===== src/hdl/uart_config.svh =====
//********************************************************************
// uart framing configuration
// clock and line rates, bit period, string size and marker character
//********************************************************************
`ifndef UART_CONFIG_SVH
`define UART_CONFIG_SVH

// system clock and serial line rate
`define SYS_CLK_HZ    250_000_000
`define BAUD_RATE     15_625_000

// clock cycles per serial bit, 16 at the rates above
`define CLKS_PER_BIT  (`SYS_CLK_HZ / `BAUD_RATE)

// largest content length in bytes
`define MAX_CHARS     16

// width of a length field, holds 0 to MAX_CHARS
`define LEN_W         5

// frame marker, ascii "&"
`define FRAME_MARK    8'h26

`endif


===== src/hdl/frame_pkg.sv =====
//********************************************************************
// string frame types
// message and length as seen by the framers, the top level and
// the testbench
//********************************************************************
`include "uart_config.svh"

package frame_pkg;

	// content length in bytes, 0 to MAX_CHARS
	typedef logic [`LEN_W-1:0] frame_len_t;

	// content bytes, byte 0 in the lowest bits and sent first
	typedef logic [`MAX_CHARS-1:0][7:0] frame_chars_t;

	// a complete message with its length
	typedef struct packed {
		frame_len_t   len;
		frame_chars_t chars;
	} frame_msg_t;

endpackage


===== src/hdl/uart_pkg.sv =====
//********************************************************************
// uart serial-line types
// shared by the byte serializer, the deserializer and the framers
//********************************************************************
package uart_pkg;

	// one character on the line
	typedef logic [7:0] uart_byte_t;

	// one received byte as reported by the deserializer
	typedef struct packed {
		// one-cycle strobe
		logic       vld;
		// received character
		uart_byte_t data;
		// stop bit was sampled low
		logic       stop_err;
	} uart_rx_beat_t;

endpackage


===== src/hdl/frame_rx.sv =====
//********************************************************************
// receive deframer
// hunts for "&&", collects content up to the closing "&&" and
// flags overflow, lone markers and bad stop bits
//********************************************************************
`timescale 1ns/1ps
`include "uart_config.svh"

module frame_rx
	import uart_pkg::*;
	import frame_pkg::*;
(
	input  logic          sys_clk,
	input  logic          sys_rst_n,
	input  uart_rx_beat_t rx_beat,
	output frame_msg_t    rx_msg,
	output logic          rx_busy,
	output logic          rx_done,
	output logic          rx_err
);

	localparam int         IDX_W   = $clog2(`MAX_CHARS);
	localparam frame_len_t MAX_LEN = frame_len_t'(`MAX_CHARS);

	typedef enum logic [1:0] {
		RX_HUNT,
		RX_OPEN1,
		RX_CONTENT,
		RX_CLOSE1
	} rx_state_t;

	rx_state_t    state;
	frame_len_t   wlen;
	frame_chars_t wbuf;
	// an aborted frame still owes its closing "&&", which must not open a new one
	logic         drop_close;
	logic         is_mark;
	logic         good_mark;
	logic         beat_err;
	logic         beat_close;
	logic         beat_store;
	logic         beat_open;

	assign is_mark   = (rx_beat.data == `FRAME_MARK);
	assign good_mark = is_mark && !rx_beat.stop_err;

	assign beat_err = rx_beat.vld && (
		(state == RX_CONTENT && (rx_beat.stop_err || (!is_mark && wlen == MAX_LEN))) ||
		(state == RX_CLOSE1 && !good_mark));
	assign beat_close = rx_beat.vld && (state == RX_CLOSE1) && good_mark;
	assign beat_store = rx_beat.vld && (state == RX_CONTENT) && !is_mark && !beat_err;
	assign beat_open  = rx_beat.vld && (state == RX_OPEN1) && good_mark && !drop_close;

	assign rx_busy = (state != RX_HUNT);

	always_ff @(posedge sys_clk or negedge sys_rst_n) begin
		if (!sys_rst_n) begin
			state      <= RX_HUNT;
			wlen       <= '0;
			drop_close <= 1'b0;
			rx_done    <= 1'b0;
			rx_err     <= 1'b0;
		end else begin
			rx_done <= beat_close;
			rx_err  <= beat_err;
			if (beat_err) begin
				state      <= RX_HUNT;
				drop_close <= 1'b1;
			end else if (rx_beat.vld) begin
				case (state)
					RX_HUNT: if (good_mark)
						state <= RX_OPEN1;
					// a lone "&" outside a frame is just noise
					RX_OPEN1: begin
						if (beat_open) begin
							state <= RX_CONTENT;
							wlen  <= '0;
						end else begin
							state <= RX_HUNT;
						end
						if (good_mark)
							drop_close <= 1'b0;
					end
					RX_CONTENT: if (is_mark)
						state <= RX_CLOSE1;
					else
						wlen <= wlen + frame_len_t'(1);
					RX_CLOSE1: state <= RX_HUNT;
					default: state <= RX_HUNT;
				endcase
			end
		end
	end

	// working buffer starts empty so bytes above len read as zero
	always_ff @(posedge sys_clk) begin
		if (beat_open || beat_err)
			wbuf <= '0;
		else if (beat_store)
			wbuf[wlen[IDX_W-1:0]] <= rx_beat.data;
		if (beat_close) begin
			rx_msg.len   <= wlen;
			rx_msg.chars <= wbuf;
		end
	end

endmodule


===== src/hdl/frame_tx.sv =====
//********************************************************************
// transmit framer
// sends "&&", the content bytes and "&&" through the serializer
//********************************************************************
`timescale 1ns/1ps
`include "uart_config.svh"

module frame_tx
	import uart_pkg::*;
	import frame_pkg::*;
(
	input  logic       sys_clk,
	input  logic       sys_rst_n,
	input  logic       tx_req,
	input  frame_msg_t tx_msg,
	output logic       tx_busy,
	output logic       tx_done,
	output logic       byte_req,
	output uart_byte_t byte_data,
	input  logic       byte_done
);

	localparam int IDX_W = $clog2(`MAX_CHARS);

	typedef enum logic [2:0] {
		TX_IDLE,
		TX_MARK1,
		TX_MARK2,
		TX_CONTENT,
		TX_MARK3,
		TX_MARK4
	} tx_state_t;

	tx_state_t  state;
	frame_msg_t msg_q;
	// index of the next content byte to queue
	frame_len_t cnt;
	logic       start;

	assign start   = (state == TX_IDLE) && tx_req;
	assign tx_busy = (state != TX_IDLE);

	always_ff @(posedge sys_clk or negedge sys_rst_n) begin
		if (!sys_rst_n) begin
			state    <= TX_IDLE;
			cnt      <= '0;
			byte_req <= 1'b0;
			tx_done  <= 1'b0;
		end else begin
			byte_req <= 1'b0;
			tx_done  <= 1'b0;
			case (state)
				TX_IDLE: if (tx_req) begin
					state    <= TX_MARK1;
					cnt      <= '0;
					byte_req <= 1'b1;
				end
				TX_MARK1: if (byte_done) begin
					state    <= TX_MARK2;
					byte_req <= 1'b1;
				end
				// empty strings go straight to the closing markers
				TX_MARK2: if (byte_done) begin
					byte_req <= 1'b1;
					if (msg_q.len == '0) begin
						state <= TX_MARK3;
					end else begin
						state <= TX_CONTENT;
						cnt   <= frame_len_t'(1);
					end
				end
				TX_CONTENT: if (byte_done) begin
					byte_req <= 1'b1;
					if (cnt == msg_q.len)
						state <= TX_MARK3;
					else
						cnt <= cnt + frame_len_t'(1);
				end
				TX_MARK3: if (byte_done) begin
					state    <= TX_MARK4;
					byte_req <= 1'b1;
				end
				TX_MARK4: if (byte_done) begin
					state   <= TX_IDLE;
					tx_done <= 1'b1;
				end
				default: state <= TX_IDLE;
			endcase
		end
	end

	// byte to send, set up together with each request
	always_ff @(posedge sys_clk) begin
		if (start) begin
			msg_q     <= tx_msg;
			byte_data <= `FRAME_MARK;
		end else if (byte_done) begin
			case (state)
				TX_MARK2:
					byte_data <= (msg_q.len == '0) ? `FRAME_MARK : msg_q.chars[0];
				TX_CONTENT:
					byte_data <= (cnt == msg_q.len) ? `FRAME_MARK
						: msg_q.chars[cnt[IDX_W-1:0]];
				default:
					byte_data <= `FRAME_MARK;
			endcase
		end
	end

endmodule


===== src/hdl/uart_frame_top.sv =====
//********************************************************************
// uart string framing subsystem
// framers on top of the byte serializer and deserializer
//********************************************************************
`timescale 1ns/1ps

module uart_frame_top
	import uart_pkg::*;
	import frame_pkg::*;
(
	input  logic       sys_clk,
	input  logic       sys_rst_n,
	// transmit side
	input  logic       tx_req,
	input  frame_msg_t tx_msg,
	output logic       tx_busy,
	output logic       tx_done,
	// receive side
	output frame_msg_t rx_msg,
	output logic       rx_busy,
	output logic       rx_done,
	output logic       rx_err,
	// serial line
	input  logic       uart_rx_port,
	output logic       uart_tx_port
);

	logic          byte_req;
	uart_byte_t    byte_data;
	logic          byte_done;
	uart_rx_beat_t rx_beat;

	frame_tx u_frame_tx (
		.sys_clk   (sys_clk),
		.sys_rst_n (sys_rst_n),
		.tx_req    (tx_req),
		.tx_msg    (tx_msg),
		.tx_busy   (tx_busy),
		.tx_done   (tx_done),
		.byte_req  (byte_req),
		.byte_data (byte_data),
		.byte_done (byte_done)
	);

	uart_tx u_uart_tx (
		.sys_clk   (sys_clk),
		.sys_rst_n (sys_rst_n),
		.byte_req  (byte_req),
		.byte_data (byte_data),
		.line      (uart_tx_port),
		.byte_done (byte_done)
	);

	uart_rx u_uart_rx (
		.sys_clk   (sys_clk),
		.sys_rst_n (sys_rst_n),
		.line      (uart_rx_port),
		.rx_beat   (rx_beat)
	);

	frame_rx u_frame_rx (
		.sys_clk   (sys_clk),
		.sys_rst_n (sys_rst_n),
		.rx_beat   (rx_beat),
		.rx_msg    (rx_msg),
		.rx_busy   (rx_busy),
		.rx_done   (rx_done),
		.rx_err    (rx_err)
	);

endmodule


===== src/hdl/uart_rx.sv =====
//********************************************************************
// uart byte deserializer
// two-flop synchronizer, mid-bit sampling and stop bit check
//********************************************************************
`timescale 1ns/1ps
`include "uart_config.svh"

module uart_rx
	import uart_pkg::*;
(
	input  logic          sys_clk,
	input  logic          sys_rst_n,
	input  logic          line,
	output uart_rx_beat_t rx_beat
);

	localparam int CPB   = `CLKS_PER_BIT;
	localparam int CNT_W = $clog2(CPB);

	typedef enum logic [1:0] {
		RX_IDLE,
		RX_START,
		RX_DATA,
		RX_STOP
	} rx_state_t;

	rx_state_t        state;
	logic [1:0]       sync_q;
	logic             rx_s;
	logic [CNT_W-1:0] clk_cnt;
	logic [2:0]       bit_idx;
	logic [7:0]       shreg;
	logic             half_bit;
	logic             full_bit;
	logic             beat_vld;
	uart_byte_t       beat_data;
	logic             beat_err;

	assign rx_s     = sync_q[1];
	assign half_bit = (clk_cnt == CNT_W'(CPB / 2 - 1));
	assign full_bit = (clk_cnt == CNT_W'(CPB - 1));

	always_ff @(posedge sys_clk or negedge sys_rst_n) begin
		if (!sys_rst_n) begin
			sync_q   <= 2'b11;
			state    <= RX_IDLE;
			clk_cnt  <= '0;
			bit_idx  <= '0;
			beat_vld <= 1'b0;
		end else begin
			sync_q   <= {sync_q[0], line};
			beat_vld <= 1'b0;
			clk_cnt  <= clk_cnt + CNT_W'(1);
			case (state)
				RX_IDLE: begin
					clk_cnt <= '0;
					if (!rx_s)
						state <= RX_START;
				end
				// confirm the start bit in its middle, else treat as a glitch
				RX_START: if (half_bit) begin
					clk_cnt <= '0;
					bit_idx <= '0;
					state   <= rx_s ? RX_IDLE : RX_DATA;
				end
				RX_DATA: if (full_bit) begin
					clk_cnt <= '0;
					bit_idx <= bit_idx + 3'd1;
					if (bit_idx == 3'd7)
						state <= RX_STOP;
				end
				RX_STOP: if (full_bit) begin
					clk_cnt  <= '0;
					beat_vld <= 1'b1;
					state    <= RX_IDLE;
				end
				default: state <= RX_IDLE;
			endcase
		end
	end

	// lsb arrives first, shift in from the top
	always_ff @(posedge sys_clk) begin
		if (state == RX_DATA && full_bit)
			shreg <= {rx_s, shreg[7:1]};
		if (state == RX_STOP && full_bit) begin
			beat_data <= shreg;
			beat_err  <= !rx_s;
		end
	end

	assign rx_beat.vld      = beat_vld;
	assign rx_beat.data     = beat_data;
	assign rx_beat.stop_err = beat_err;

endmodule


===== src/hdl/uart_tx.sv =====
//********************************************************************
// uart byte serializer
// start bit, eight data bits lsb first, one stop bit
//********************************************************************
`timescale 1ns/1ps
`include "uart_config.svh"

module uart_tx
	import uart_pkg::*;
(
	input  logic       sys_clk,
	input  logic       sys_rst_n,
	input  logic       byte_req,
	input  uart_byte_t byte_data,
	output logic       line,
	output logic       byte_done
);

	localparam int CPB   = `CLKS_PER_BIT;
	localparam int CNT_W = $clog2(CPB);

	logic             busy;
	logic [CNT_W-1:0] clk_cnt;
	// 0 start, 1..8 data, 9 stop
	logic [3:0]       bit_idx;
	// remaining data bits with the stop bit on top
	logic [8:0]       shreg;
	logic             bit_end;
	logic             last_cycle;
	logic             accept;

	assign bit_end    = (clk_cnt == CNT_W'(CPB - 1));
	assign last_cycle = busy && bit_end && (bit_idx == 4'd9);
	// the final stop cycle already counts as idle, bytes chain without a gap
	assign accept     = byte_req && (!busy || last_cycle);

	always_ff @(posedge sys_clk or negedge sys_rst_n) begin
		if (!sys_rst_n) begin
			busy    <= 1'b0;
			clk_cnt <= '0;
			bit_idx <= '0;
			line    <= 1'b1;
		end else if (accept) begin
			busy    <= 1'b1;
			clk_cnt <= '0;
			bit_idx <= '0;
			line    <= 1'b0;
		end else if (busy) begin
			if (bit_end) begin
				clk_cnt <= '0;
				if (bit_idx == 4'd9) begin
					busy <= 1'b0;
					line <= 1'b1;
				end else begin
					bit_idx <= bit_idx + 4'd1;
					line    <= shreg[0];
				end
			end else begin
				clk_cnt <= clk_cnt + CNT_W'(1);
			end
		end
	end

	always_ff @(posedge sys_clk) begin
		if (accept) begin
			shreg <= {1'b1, byte_data};
		end else if (busy && bit_end && bit_idx != 4'd9) begin
			shreg <= {1'b1, shreg[8:1]};
		end
	end

	// done lands one cycle ahead of the stop bit end so the next request
	// meets the last stop cycle
	always_ff @(posedge sys_clk or negedge sys_rst_n) begin
		if (!sys_rst_n) begin
			byte_done <= 1'b0;
		end else begin
			byte_done <= busy && (bit_idx == 4'd9) && (clk_cnt == CNT_W'(CPB - 3));
		end
	end

endmodule


===== config.mk =====
export PLATFORM = sky130hd
export DESIGN_NAME = uart_frame_top
export DESIGN_NICKNAME = d
export VERILOG_FILES = /design/src/hdl/frame_pkg.sv /design/src/hdl/uart_pkg.sv /design/src/hdl/frame_rx.sv /design/src/hdl/frame_tx.sv /design/src/hdl/uart_frame_top.sv /design/src/hdl/uart_rx.sv /design/src/hdl/uart_tx.sv
export VERILOG_INCLUDE_DIRS = /design/src /design/src/hdl
export SDC_FILE = /design/constraint.sdc
export NUM_CORES = 1
export LEC_CHECK = 0
export BUFFER_PORTS_ARGS = -buffer_cell sky130_fd_sc_hd__buf_2
export CAP_MARGIN = 20
export CORE_ASPECT_RATIO = 1.2
export CORE_MARGIN = 2
export CORE_UTILIZATION = 40
export DETAILED_ROUTE_END_ITERATION = 10
export SLEW_MARGIN = 20
export SYNTH_ARGS = -nofsm -noshare
export SYNTH_HDL_FRONTEND = slang
export SYNTH_HIERARCHICAL = 1
export SYNTH_SLANG_ARGS = --single-unit

===== constraint.sdc =====
create_clock -name sys_clk -period 12.4 [get_ports sys_clk]
set_input_delay 0.62 -clock sys_clk [delete_from_list [all_inputs] [get_ports sys_clk]]
set_output_delay 0.62 -clock sys_clk [all_outputs]
set_load 0.05 [all_outputs]

==> results of run 1 <==
## power breakdown
part / total, W / switching, W / internal (W)
Combinational: 0.000211 / 0.000123 / 0.0000872
Sequential: 0.00182 / 0.0000497 / 0.00177
Clock: 0.00132 / 0.000586 / 0.000735
Total: 0.00335 / 0.000760 / 0.00259
## cells by family after synthesis
group | synth area share (%)
AO/OA/AOI/OAI | 6.249
XOR/XNOR | 0.4904
adder cells (fa/ha/maj) | 0.8407
buffers and inverters | 2.382
flip-flops | 70.22
multiplexers | 12.09
AND/OR/NAND/NOR | 7.727
## worst paths after layout
check                                        from                     to  depth (start not counted)  slack [ps]
setup / recovery           u_uart_rx/beat_data[4]  u_frame_rx/rx_msg[43]                          4        8400
hold / removal                          sys_rst_n     u_frame_rx/wlen[4]                          2         110
setup reg to reg           u_uart_rx/beat_data[4]  u_frame_rx/rx_msg[43]                          4        8400
hold reg to reg               u_uart_rx/sync_q[0]    u_uart_rx/sync_q[1]                          0         360
max in group asynchronous               sys_rst_n      u_frame_tx/cnt[0]                          2       11860
min in group sys_clk                 uart_rx_port    u_uart_rx/sync_q[0]                          1         160
## cell type report
cell class                 count  share of cell area, %
inverter                      12                 0.2249
clock inverter                31                  1.119
tap                          559                  3.308
timing repair buffer         289                  7.008
multi-input combinational    574                  23.37
antenna                        1                0.01184
sequential                   470                  59.33
clock buffer                  54                  5.634
## per-layer routing
metal	GRT usage, %	up-vias	routed length (µm)
li1	-	4769	-
met1	20.57	4774	15760
met2	25.90	317	17550
met3	3.711	56	2333
met4	5.400	2	808
met5	0	-	11
## Yosys cell counts, types with 3 or more instances
cell type	instances
ha_1	12
o21ai_1	7
clkbuf_1	16
or2_1	3
clkbuf_2	6
a2111oi_4	15
nand3_1	18
nand4_1	6
xnor2_1	3
and2_1	3
or3b_1	4
nand2b_1	3
a31oi_1	4
buf_2	34
nor4b_1	3
a22oi_1	6
mux4_2	32
or3_1	3
a22o_1	16
dfstp_2	3
nand2_1	24
o21ai_0	13
a21oi_1	11
dfrtp_1	40
nand3b_1	4
inv_1	11
nor2_2	17
nand4b_1	6
mux2i_1	131
a41oi_1	3
xor2_1	7
a211oi_1	4
mux2_4	7
nor3_1	8
nor2b_1	8
edfxtp_1	291
a21o_1	3
dfxtp_1	136
buf_4	5
buf_6	7
nor2_1	136
## stage by stage
stage	cell area, µm²	std cells	util, %	worst slack [ps]	hold WS [ps]
3_5_place_dp	19710	1904	44.87	8379	349.6
4_1_cts	21140	1989	48.11	8361	114.5
5_1_grt	21140	1989	48.11	8203	134.5
2_1_floorplan	17860	1125	-	7444	324.4
6_report	21140	1990	48.12	8400	111.8
3_3_place_gp	19710	1904	44.87	8497	347.8
## state kept, by name, indices dropped and copies added (netlist names), 2 cells and up, named ones only
signal / count
u_uart_rx/bit_idx: 3
u_uart_rx/beat_data: 8
u_uart_tx/shreg: 8
u_frame_tx/state: 3
u_uart_rx/sync_q: 2
u_frame_rx/rx_msg: 133
u_uart_tx/bit_idx: 4
u_frame_tx/cnt: 5
u_uart_rx/shreg: 8
u_frame_rx/state: 2
u_frame_tx/msg_q: 133
u_frame_rx/wbuf: 128
u_uart_rx/clk_cnt: 4
u_frame_rx/wlen: 5
u_frame_tx/byte_data: 8
u_uart_tx/clk_cnt: 4
## cells in the final DEF (no fill, tap or decap), types with 8 or more instances in the layout
| cell | synthesis | routed |
|---|---|---|
| clkinv_2 | 0 | 9 |
| mux2i_1 | 131 | 131 |
| dfrtp_1 | 40 | 39 |
| buf_4 | 5 | 14 |
| buf_2 | 34 | 275 |
| nor2b_1 | 8 | 8 |
| nor2_2 | 17 | 17 |
| a21oi_1 | 11 | 11 |
| a22o_1 | 16 | 16 |
| clkinv_1 | 0 | 9 |
| ha_1 | 12 | 12 |
| dfxtp_1 | 136 | 136 |
| clkbuf_16 | 0 | 46 |
| o21ai_0 | 13 | 13 |
| nor3_1 | 8 | 8 |
| mux4_2 | 32 | 32 |
| nand2_1 | 24 | 24 |
| inv_1 | 11 | 10 |
| a2111oi_4 | 15 | 15 |
| nor2_1 | 136 | 136 |
| edfxtp_1 | 291 | 291 |
| nand3_1 | 18 | 18 |
## critical path: stages (launching register included)
cell and delay (ps):
edfxtp_1 750, or4b_1 700, nor3_2 390, and4_4 890
buf_4 820
==> results.md, run 1 <==
- CP Capture Type: flop
- Worst-Skew Late Latency: ~580 ps
- Rows: between 80 and 90
- Ys flop type: edfxtp_1
- Seq/Total Area, Yosys: a little over two thirds
- Reg clk slew, reported paths: 60 ps
- Leakage power: around 8.2 nW
- Net Count, Synth: 1274
- Die area: 0.04636 mm²
- Final Hold Vio Count: 0
- Part of the cycle the worst path needs: between 30 and 40%
- Critical path class: flop to flop
- Setup Skew: 21.08 ps
- DP HPWL: 24.54 mm
- Initial Utilization: 40.65%
- Slew @ Worst Pin: 1065 ps
- Area growth, synth to finish: 18.37%
- Post-cts sizing count: 0
- Die span in x: 196.9 µm
- CTS Root Cell: clkbuf_16
- Synthesized area per cell: around 16 µm²
- Drt wl/cell: 18.32 µm
- DRC viols: 0
- Setup Fix Bufs, Post-CTS: 0
- Via density per instance: approximately 5
- Startpoint Class: flop
- Initial DRC count: 505
- Drt pass-1 iters: 4
- CP max FO: 74
- Overall power: ~0.0033 W
- Async S/R FF share, synth: 9.149%
- Yosys top cell area share: 48.93%
- Synth warnings: 6
- Vias: just under 10000
- Tmin final: approximately 4000 ps
- Layout cells sized above 1: 32.38%
- CTS Buf Count: 46
- #FFs+latches synth: 470
- Max-capacitance violation count: 0
- Post-synthesis cell type count: 84
- Sequential Area: 0.01254 mm²
- Number of fill cells: 3835
- GPL Wtd Cong: 0.7804
- RSZ-0062 raised after global routing: false
- Largest net degree at the start of global routing: 90
- H-tree depth: 2
- Status: finished clean
- GRT overflow: 0
- Post-synth EDFFs: 291
- Peak VDD IR: 0.1232 mV
- Largest area contributor in the netlist: edfxtp_1
- Post-route setup TNS: 0 ps
- Die Height: 235.5 µm
- Post-Syn Area: 0.01786 mm²
- Clk sink count: 470
- Slew headroom: 28.98%
- Vias in the first global route: about 9900
- Hold crit path type: primary input to async pin
- Final WL: 36.46 mm
- I/O pin cnt: 276
- Finish-stage setup viols: 0
- CORE AREA: about 0.044 mm²
- Worst Path Required: 12590 ps
- Fmax: 250.0 MHz
- # hold bufs at CTS: 0
- Port Buffer Count: 275
- Gr usage total: 15.79%
- Max Slew Vio Count: 0
- PD cells: 158.4 mW/mm²
- CTS tree: done
- WP data arrival: 4190 ps
- Top cells by area, synth: edfxtp_1 49%, dfxtp_1 15%, mux2i_1 7.3%
- Area of the multi-input gates: 0.004940 mm²
- Routed Antenna Nets: 0
- Clk buf depth: 3
- First-pass GRT wire length: 56.96 mm
- Fin nets: 1542
- Post-Synthesis Cells: 1125
- Initial antenna violation count: 2
Note: power is estimated with default switching activity, not from simulation.
==> inputs of run 2 (changes only) <==
- clock period: 12.4 -> 3.2 ns (I/O delays scaled with it)
==> results.md, run 2 (synthesis results as in run 1) <==
- Commonest non-fill, non-tap cell in the layout: edfxtp_1
- Post-cts sizing count: 0
- Routed Antenna Nets: 0
- Placed Area: 0.01986 mm²
- Rows: 84
- WP data arrival: 3100 ps
- CTS Buf Count: 46
- Tmin final: 2674 ps
- Max Slew Vio Count: 0
- Finish-stage setup viols: 0
- RSZ-0062 raised after global routing: false
- Gr usage total: between 10% and 20%
- Area of the multi-input gates: 0.004940 mm²
- DP HPWL: 24.75 mm
- Via density per instance: 5.025
- First-pass GRT wire length: roughly 60 mm
- CP Capture Type: flop
- Port Buffer Count: 275
- Max-capacitance violation count: 0
- GRT overflow: 0
- Largest registers: u_frame_rx/rx_msg x133, u_frame_tx/msg_q x133, u_frame_rx/wbuf x128
- Clk sink count: 470
- Worst-Skew Late Latency: 580 ps
- Status: finished clean
- Hold crit path type: primary input to async pin
- Slew headroom: 36.31%
- Initial antenna violation count: 0
- Die span in x: 196.9 µm
- Fin nets: 1687
- Slew @ Worst Pin: 955.4 ps
- Die area: ~0.046 mm²
- Final WL: 39.23 mm
- Reg-to-Reg End: u_frame_rx/wbuf[24]
- PD cells: 582.4 mW/mm²
- Clk buf depth: 3
- GPL Wtd Cong: 0.7827
- CP Cell Sequence: inv_1 -> ha_1 -> nor4bb_4 -> buf_4 -> nor2_1 -> o31ai_4 -> buf_12 -> nor2_1
- Vias: 10730
- Area growth, synth to finish: 26.85%
- Critical path's largest stage delay: 480 ps
- CORE AREA: 0.04393 mm²
- Part of the cycle the worst path needs: 83.55%
- Startpoint Class: flop
- Drt pass-1 iters: 4
- Drt wl/cell: 18.38 µm
- Critical Path Slowest Stage Cell: buf_12
- Number of fill cells: 3582
- Layout cells sized above 1: between 20% and 30%
- Critical path class: flop to flop
- Crit-path most repeated cell: nor2_1
- CTS Root Cell: clkbuf_16
- Initial Utilization: 40.65%
- Overall power: 0.01320 W
- H-tree depth: 2
- Leakage power: 7.890 nW
- Peak VDD IR: 0.4884 mV
- I/O pin cnt: about 280
- R2r worst-path depth: 8
- Commonest non-fill, non-tap cells in the layout: 291 x edfxtp_1, 275 x buf_2, 136 x nor2_1, 136 x dfxtp_1, 135 x dlygate4sd3_1
- Setup Skew: 21.64 ps
- Reg clk slew, reported paths: 60 ps
- Sequential Area: 0.01254 mm²
- Initial DRC count: 484
- CTS tree: done
- Worst hold margin: 172.5 ps
- Fmax: 374.0 MHz
- N_diodes: 0
- Die Height: approximately 240 µm
- Worst Path Required: 3630 ps
- Largest net degree at the start of global routing: 129
- CP max FO: 128
- Final instance area: 0.02266 mm²
- Reg2Reg Setup Slack: around 530 ps
- Final Hold Vio Count: 0
- DRC viols: 0
- Vias in the first global route: 10700
- RR Startpoint: u_frame_rx/wlen[0]
[run 2: changes by cell type in the layout (fill, tap and decap cells not counted), sizes merged]
cell and change:
clkbuf +9, clkinv -7, diode -1, buf +10, inv -1, dlygate4sd3 +135
[run 2: layout make-up]
class	instances	share of cell area [%]
clock buffers	63	5.545
clock inverters	23	0.8229
inverters	12	0.2154
multi-input cells	574	21.80
flip-flops and latches	470	55.36
well taps	559	3.087
repair buffers	434	13.17
[run 2: worst max path at each step]
stage / start / to / depth (start not counted)
2_1_floorplan: u_frame_tx/state[2] / u_frame_tx/byte_data[3] / 6
3_3_place_gp: u_frame_rx/wlen[0] / u_frame_rx/wbuf[40] / 8
3_5_place_dp: u_frame_rx/wlen[0] / u_frame_rx/wbuf[34] / 8
4_1_cts: u_frame_rx/wlen[0] / u_frame_rx/wbuf[24] / 8
5_1_grt: u_frame_rx/wlen[0] / u_frame_rx/wbuf[20] / 8
6_report: u_frame_rx/wlen[0] / u_frame_rx/wbuf[24] / 8
[run 2: report_power, final]
| group | internal (W) | total [W] | switching, W |
|---|---|---|---|
| Combinational | 0.000461 | 0.000985 | 0.000524 |
| Sequential | 0.00684 | 0.00704 | 0.000195 |
| Clock | 0.00293 | 0.00517 | 0.00224 |
[run 2: metrics by stage]
| stage | setup TNS, ps | instances | utilization (%) | worst slack, ps |
|---|---|---|---|---|
| 2_1_floorplan | -558.1 | 1125 | - | -112.0 |
| 3_3_place_gp | 0 | 1914 | 45.21 | 633.2 |
| 3_5_place_dp | 0 | 1914 | 45.21 | 556.1 |
| 4_1_cts | 0 | 2135 | 51.57 | 528.7 |
| 5_1_grt | 0 | 2135 | 51.57 | 343.3 |
| 6_report | 0 | 2135 | 51.57 | 526.3 |
[run 2: repair_timing]
action | 4_1_cts | 5_1_grt
endpoints found under the setup margin | 0 | 0
hold endpoints to repair | 159 | 0
hold buffers | 135 | 0
buffers inserted | 0 | 0
[run 2: worst max-delay path: cells and delay by family, from the launching register on]
family          cells  cell delay, ps
fa+ha+maj           1             160
buf+inv             3            1040
simple gates        3             560
compound gates      1             230
flops               1             440
[run 2: layer usage]
metal / wire length [µm] / track usage, % / vias up
met2: 19490 / 28.43 / 352
met4: 990 / 5.149 / 0
met1: 16580 / 20.97 / 5250
met5: 0 / 0 / -
met3: 2178 / 3.711 / 73
li1: - / - / 5053
==> inputs of run 3 (changes only) <==
- clock period: 3.2 -> 2.7 ns (I/O delays scaled with it)
==> results.md, run 3 (synthesis results as in run 1) <==
- Port Buffer Count: between 200 and 300
- Layout cells sized above 1: a little under a third
- Critical path's largest stage delay: 450 ps
- I/O pin cnt: 276
- WP data arrival: 2760 ps
- GRT overflow: 0
- DRC viols: 0
- Fin nets: roughly 1700
- Drt wl/cell: 18.50 µm
- RSZ-0062 raised after global routing: false
- Flop pwr share: between 50% and 60%
- CP Cell Sequence: inv_1 -> ha_1 -> nor4bb_4 -> buf_4 -> nor2_1 -> o31ai_4 -> buf_12 -> nor2_1
- Worst-Skew Late Latency: between 500 and 600 ps
- Routed Antenna Nets: 0
- DP HPWL: 24.86 mm
- Setup Skew: 30.65 ps
- Via density per instance: 4.976
- Initial Utilization: 40.65%
- GPL Wtd Cong: ~0.80
- Part of the cycle the worst path needs: 85.94%
- Switching power: between 0.003 and 0.004 W
- Slew @ Worst Pin: 667.9 ps
- Critical Path Slowest Stage Cell: dfrtp_1
- Crit-path most repeated cell: nor2_1
- Comb power frac: under 10%
- Commonest non-fill, non-tap cells in the layout: 291 x edfxtp_1, 275 x buf_2, 136 x nor2_1, 136 x dfxtp_1, 135 x dlygate4sd3_1
- Switch share: 22.49%
- Final Hold Vio Count: 0
- CTS tree: done
- Status: finished clean
- Gr usage total: about 17%
- Die span in x: 196.9 µm
- Leakage power: a little over 8 nW
- R2r worst-path depth: 8
- Initial DRC count: approximately 500
- CTS Buf Count: 46
- Fmax: between 400 and 500 MHz
- Levels on crit path: 8
- Startpoint Class: flop
- Clk buf depth: 3
- Critical path class: flop to flop
- PD cells: roughly 700 mW/mm²
- Rows: 84
- Max Slew Vio Count: 0
- Power Internal: 0.01235 W
- CORE AREA: 0.04393 mm²
- Setup Fix Bufs, Post-CTS: 0
- Slew headroom: 55.48%
- Reg2Reg Setup Slack: 380 ps
- First-pass GRT wire length: 62.18 mm
- Max-capacitance violation count: 0
- Largest registers: u_frame_rx/rx_msg x133, u_frame_tx/msg_q x133, u_frame_rx/wbuf x128
- Top Family by Delay on Critical Path: buffers and inverters
- CTS Root Cell: clkbuf_16
- Worst path bufs/invs: 3
- Clk sink count: 470
- CP Capture Type: flop
- Non-filler cells in the finished layout: 2158
- Worst hold margin: 106.1 ps
- Reg clk slew, reported paths: 60 ps
- Post-cts sizing count: 0
- Peak VDD IR: 0.6120 mV
- Die area: 0.04636 mm²
- CP max FO: 90
- H-tree depth: 2
- Commonest non-fill, non-tap cell in the layout: edfxtp_1
- Final WL: about 40 mm
- Hold crit path type: primary input to async pin
- Vias: 10740
- Die Height: 235.5 µm
- Initial antenna violation count: 1
- Drt pass-1 iters: 4
- Vias in the first global route: approximately 11000
- Clock power frac: 40.0%
- Tmin final: between 2000 and 2500 ps
- Finish-stage setup viols: 0
- Worst Path Required: 3140 ps
- Area growth, synth to finish: 28.09%
- Placed Cells: just under 2000
- Util after Layout: 52.07%
- Largest net degree at the start of global routing: 91
## run 3: area by class of cell
| cell class | count | area (µm²) |
|---|---|---|
| clock buffer | 60 | 1214 |
| sequential | 470 | 12540 |
| tap | 559 | 699.4 |
| antenna | 1 | 2.502 |
| multi-input combinational | 574 | 4950 |
| clock inverter | 26 | 271.5 |
| timing repair buffer | 456 | 3148 |
| inverter | 12 | 48.80 |
| fill | 3606 | 21060 |
## run 3: layer usage
| metal | part of all wire, % | up-vias | global-route usage [%] |
|---|---|---|---|
| li1 | - | 5102 | - |
| met1 | 42 | 5228 | 21.61 |
| met2 | 50 | 341 | 29.61 |
| met3 | 5.4 | 68 | 3.782 |
| met4 | 2.2 | 0 | 4.967 |
| met5 | 0 | - | 0 |
## run 3: final timing paths
kind / endpoint / startpoint
max: u_frame_rx/wbuf[51] / u_frame_rx/wlen[0]
min: u_uart_rx/bit_idx[2] / sys_rst_n
max reg2reg: u_frame_rx/wbuf[51] / u_frame_rx/wlen[0]
min reg2reg: u_uart_rx/sync_q[1] / u_uart_rx/sync_q[0]
min in group sys_clk: u_frame_tx/byte_req / tx_req
max in group asynchronous: u_frame_tx/cnt[0] / sys_rst_n
## run 3: timing repair
action	in CTS	in global routing
hold endpoints to repair	156	0
endpoints found under the setup margin	0	0
hold buffers	135	0
## run 3: power by group through the flow
stage	Sequential [W]	Combinational, W	Clock [W]
floorplan	0.00838	0.000780	0
global placement	0.00846	0.00106	0
detailed placement	0.00847	0.00108	0
CTS	0.00832	0.00123	0.00654
global route	0.00837	0.00135	0.00683
finish	0.00832	0.00124	0.00637
## run 3: metrics by stage
stage | cell area [µm²] | TNS (ps) | power (W) | worst slack, ps
after CTS | 22870 | 0 | 0.01609 | 355.6
after global placement | 20040 | 0 | 0.009516 | 453.0
final | 22880 | 0 | 0.01594 | 379.7
after detailed placement | 20040 | 0 | 0.009552 | 394.3
after global routing | 22870 | 0 | 0.01655 | 220.3
after floorplan | 17900 | -81780 | 0.009163 | -612.2
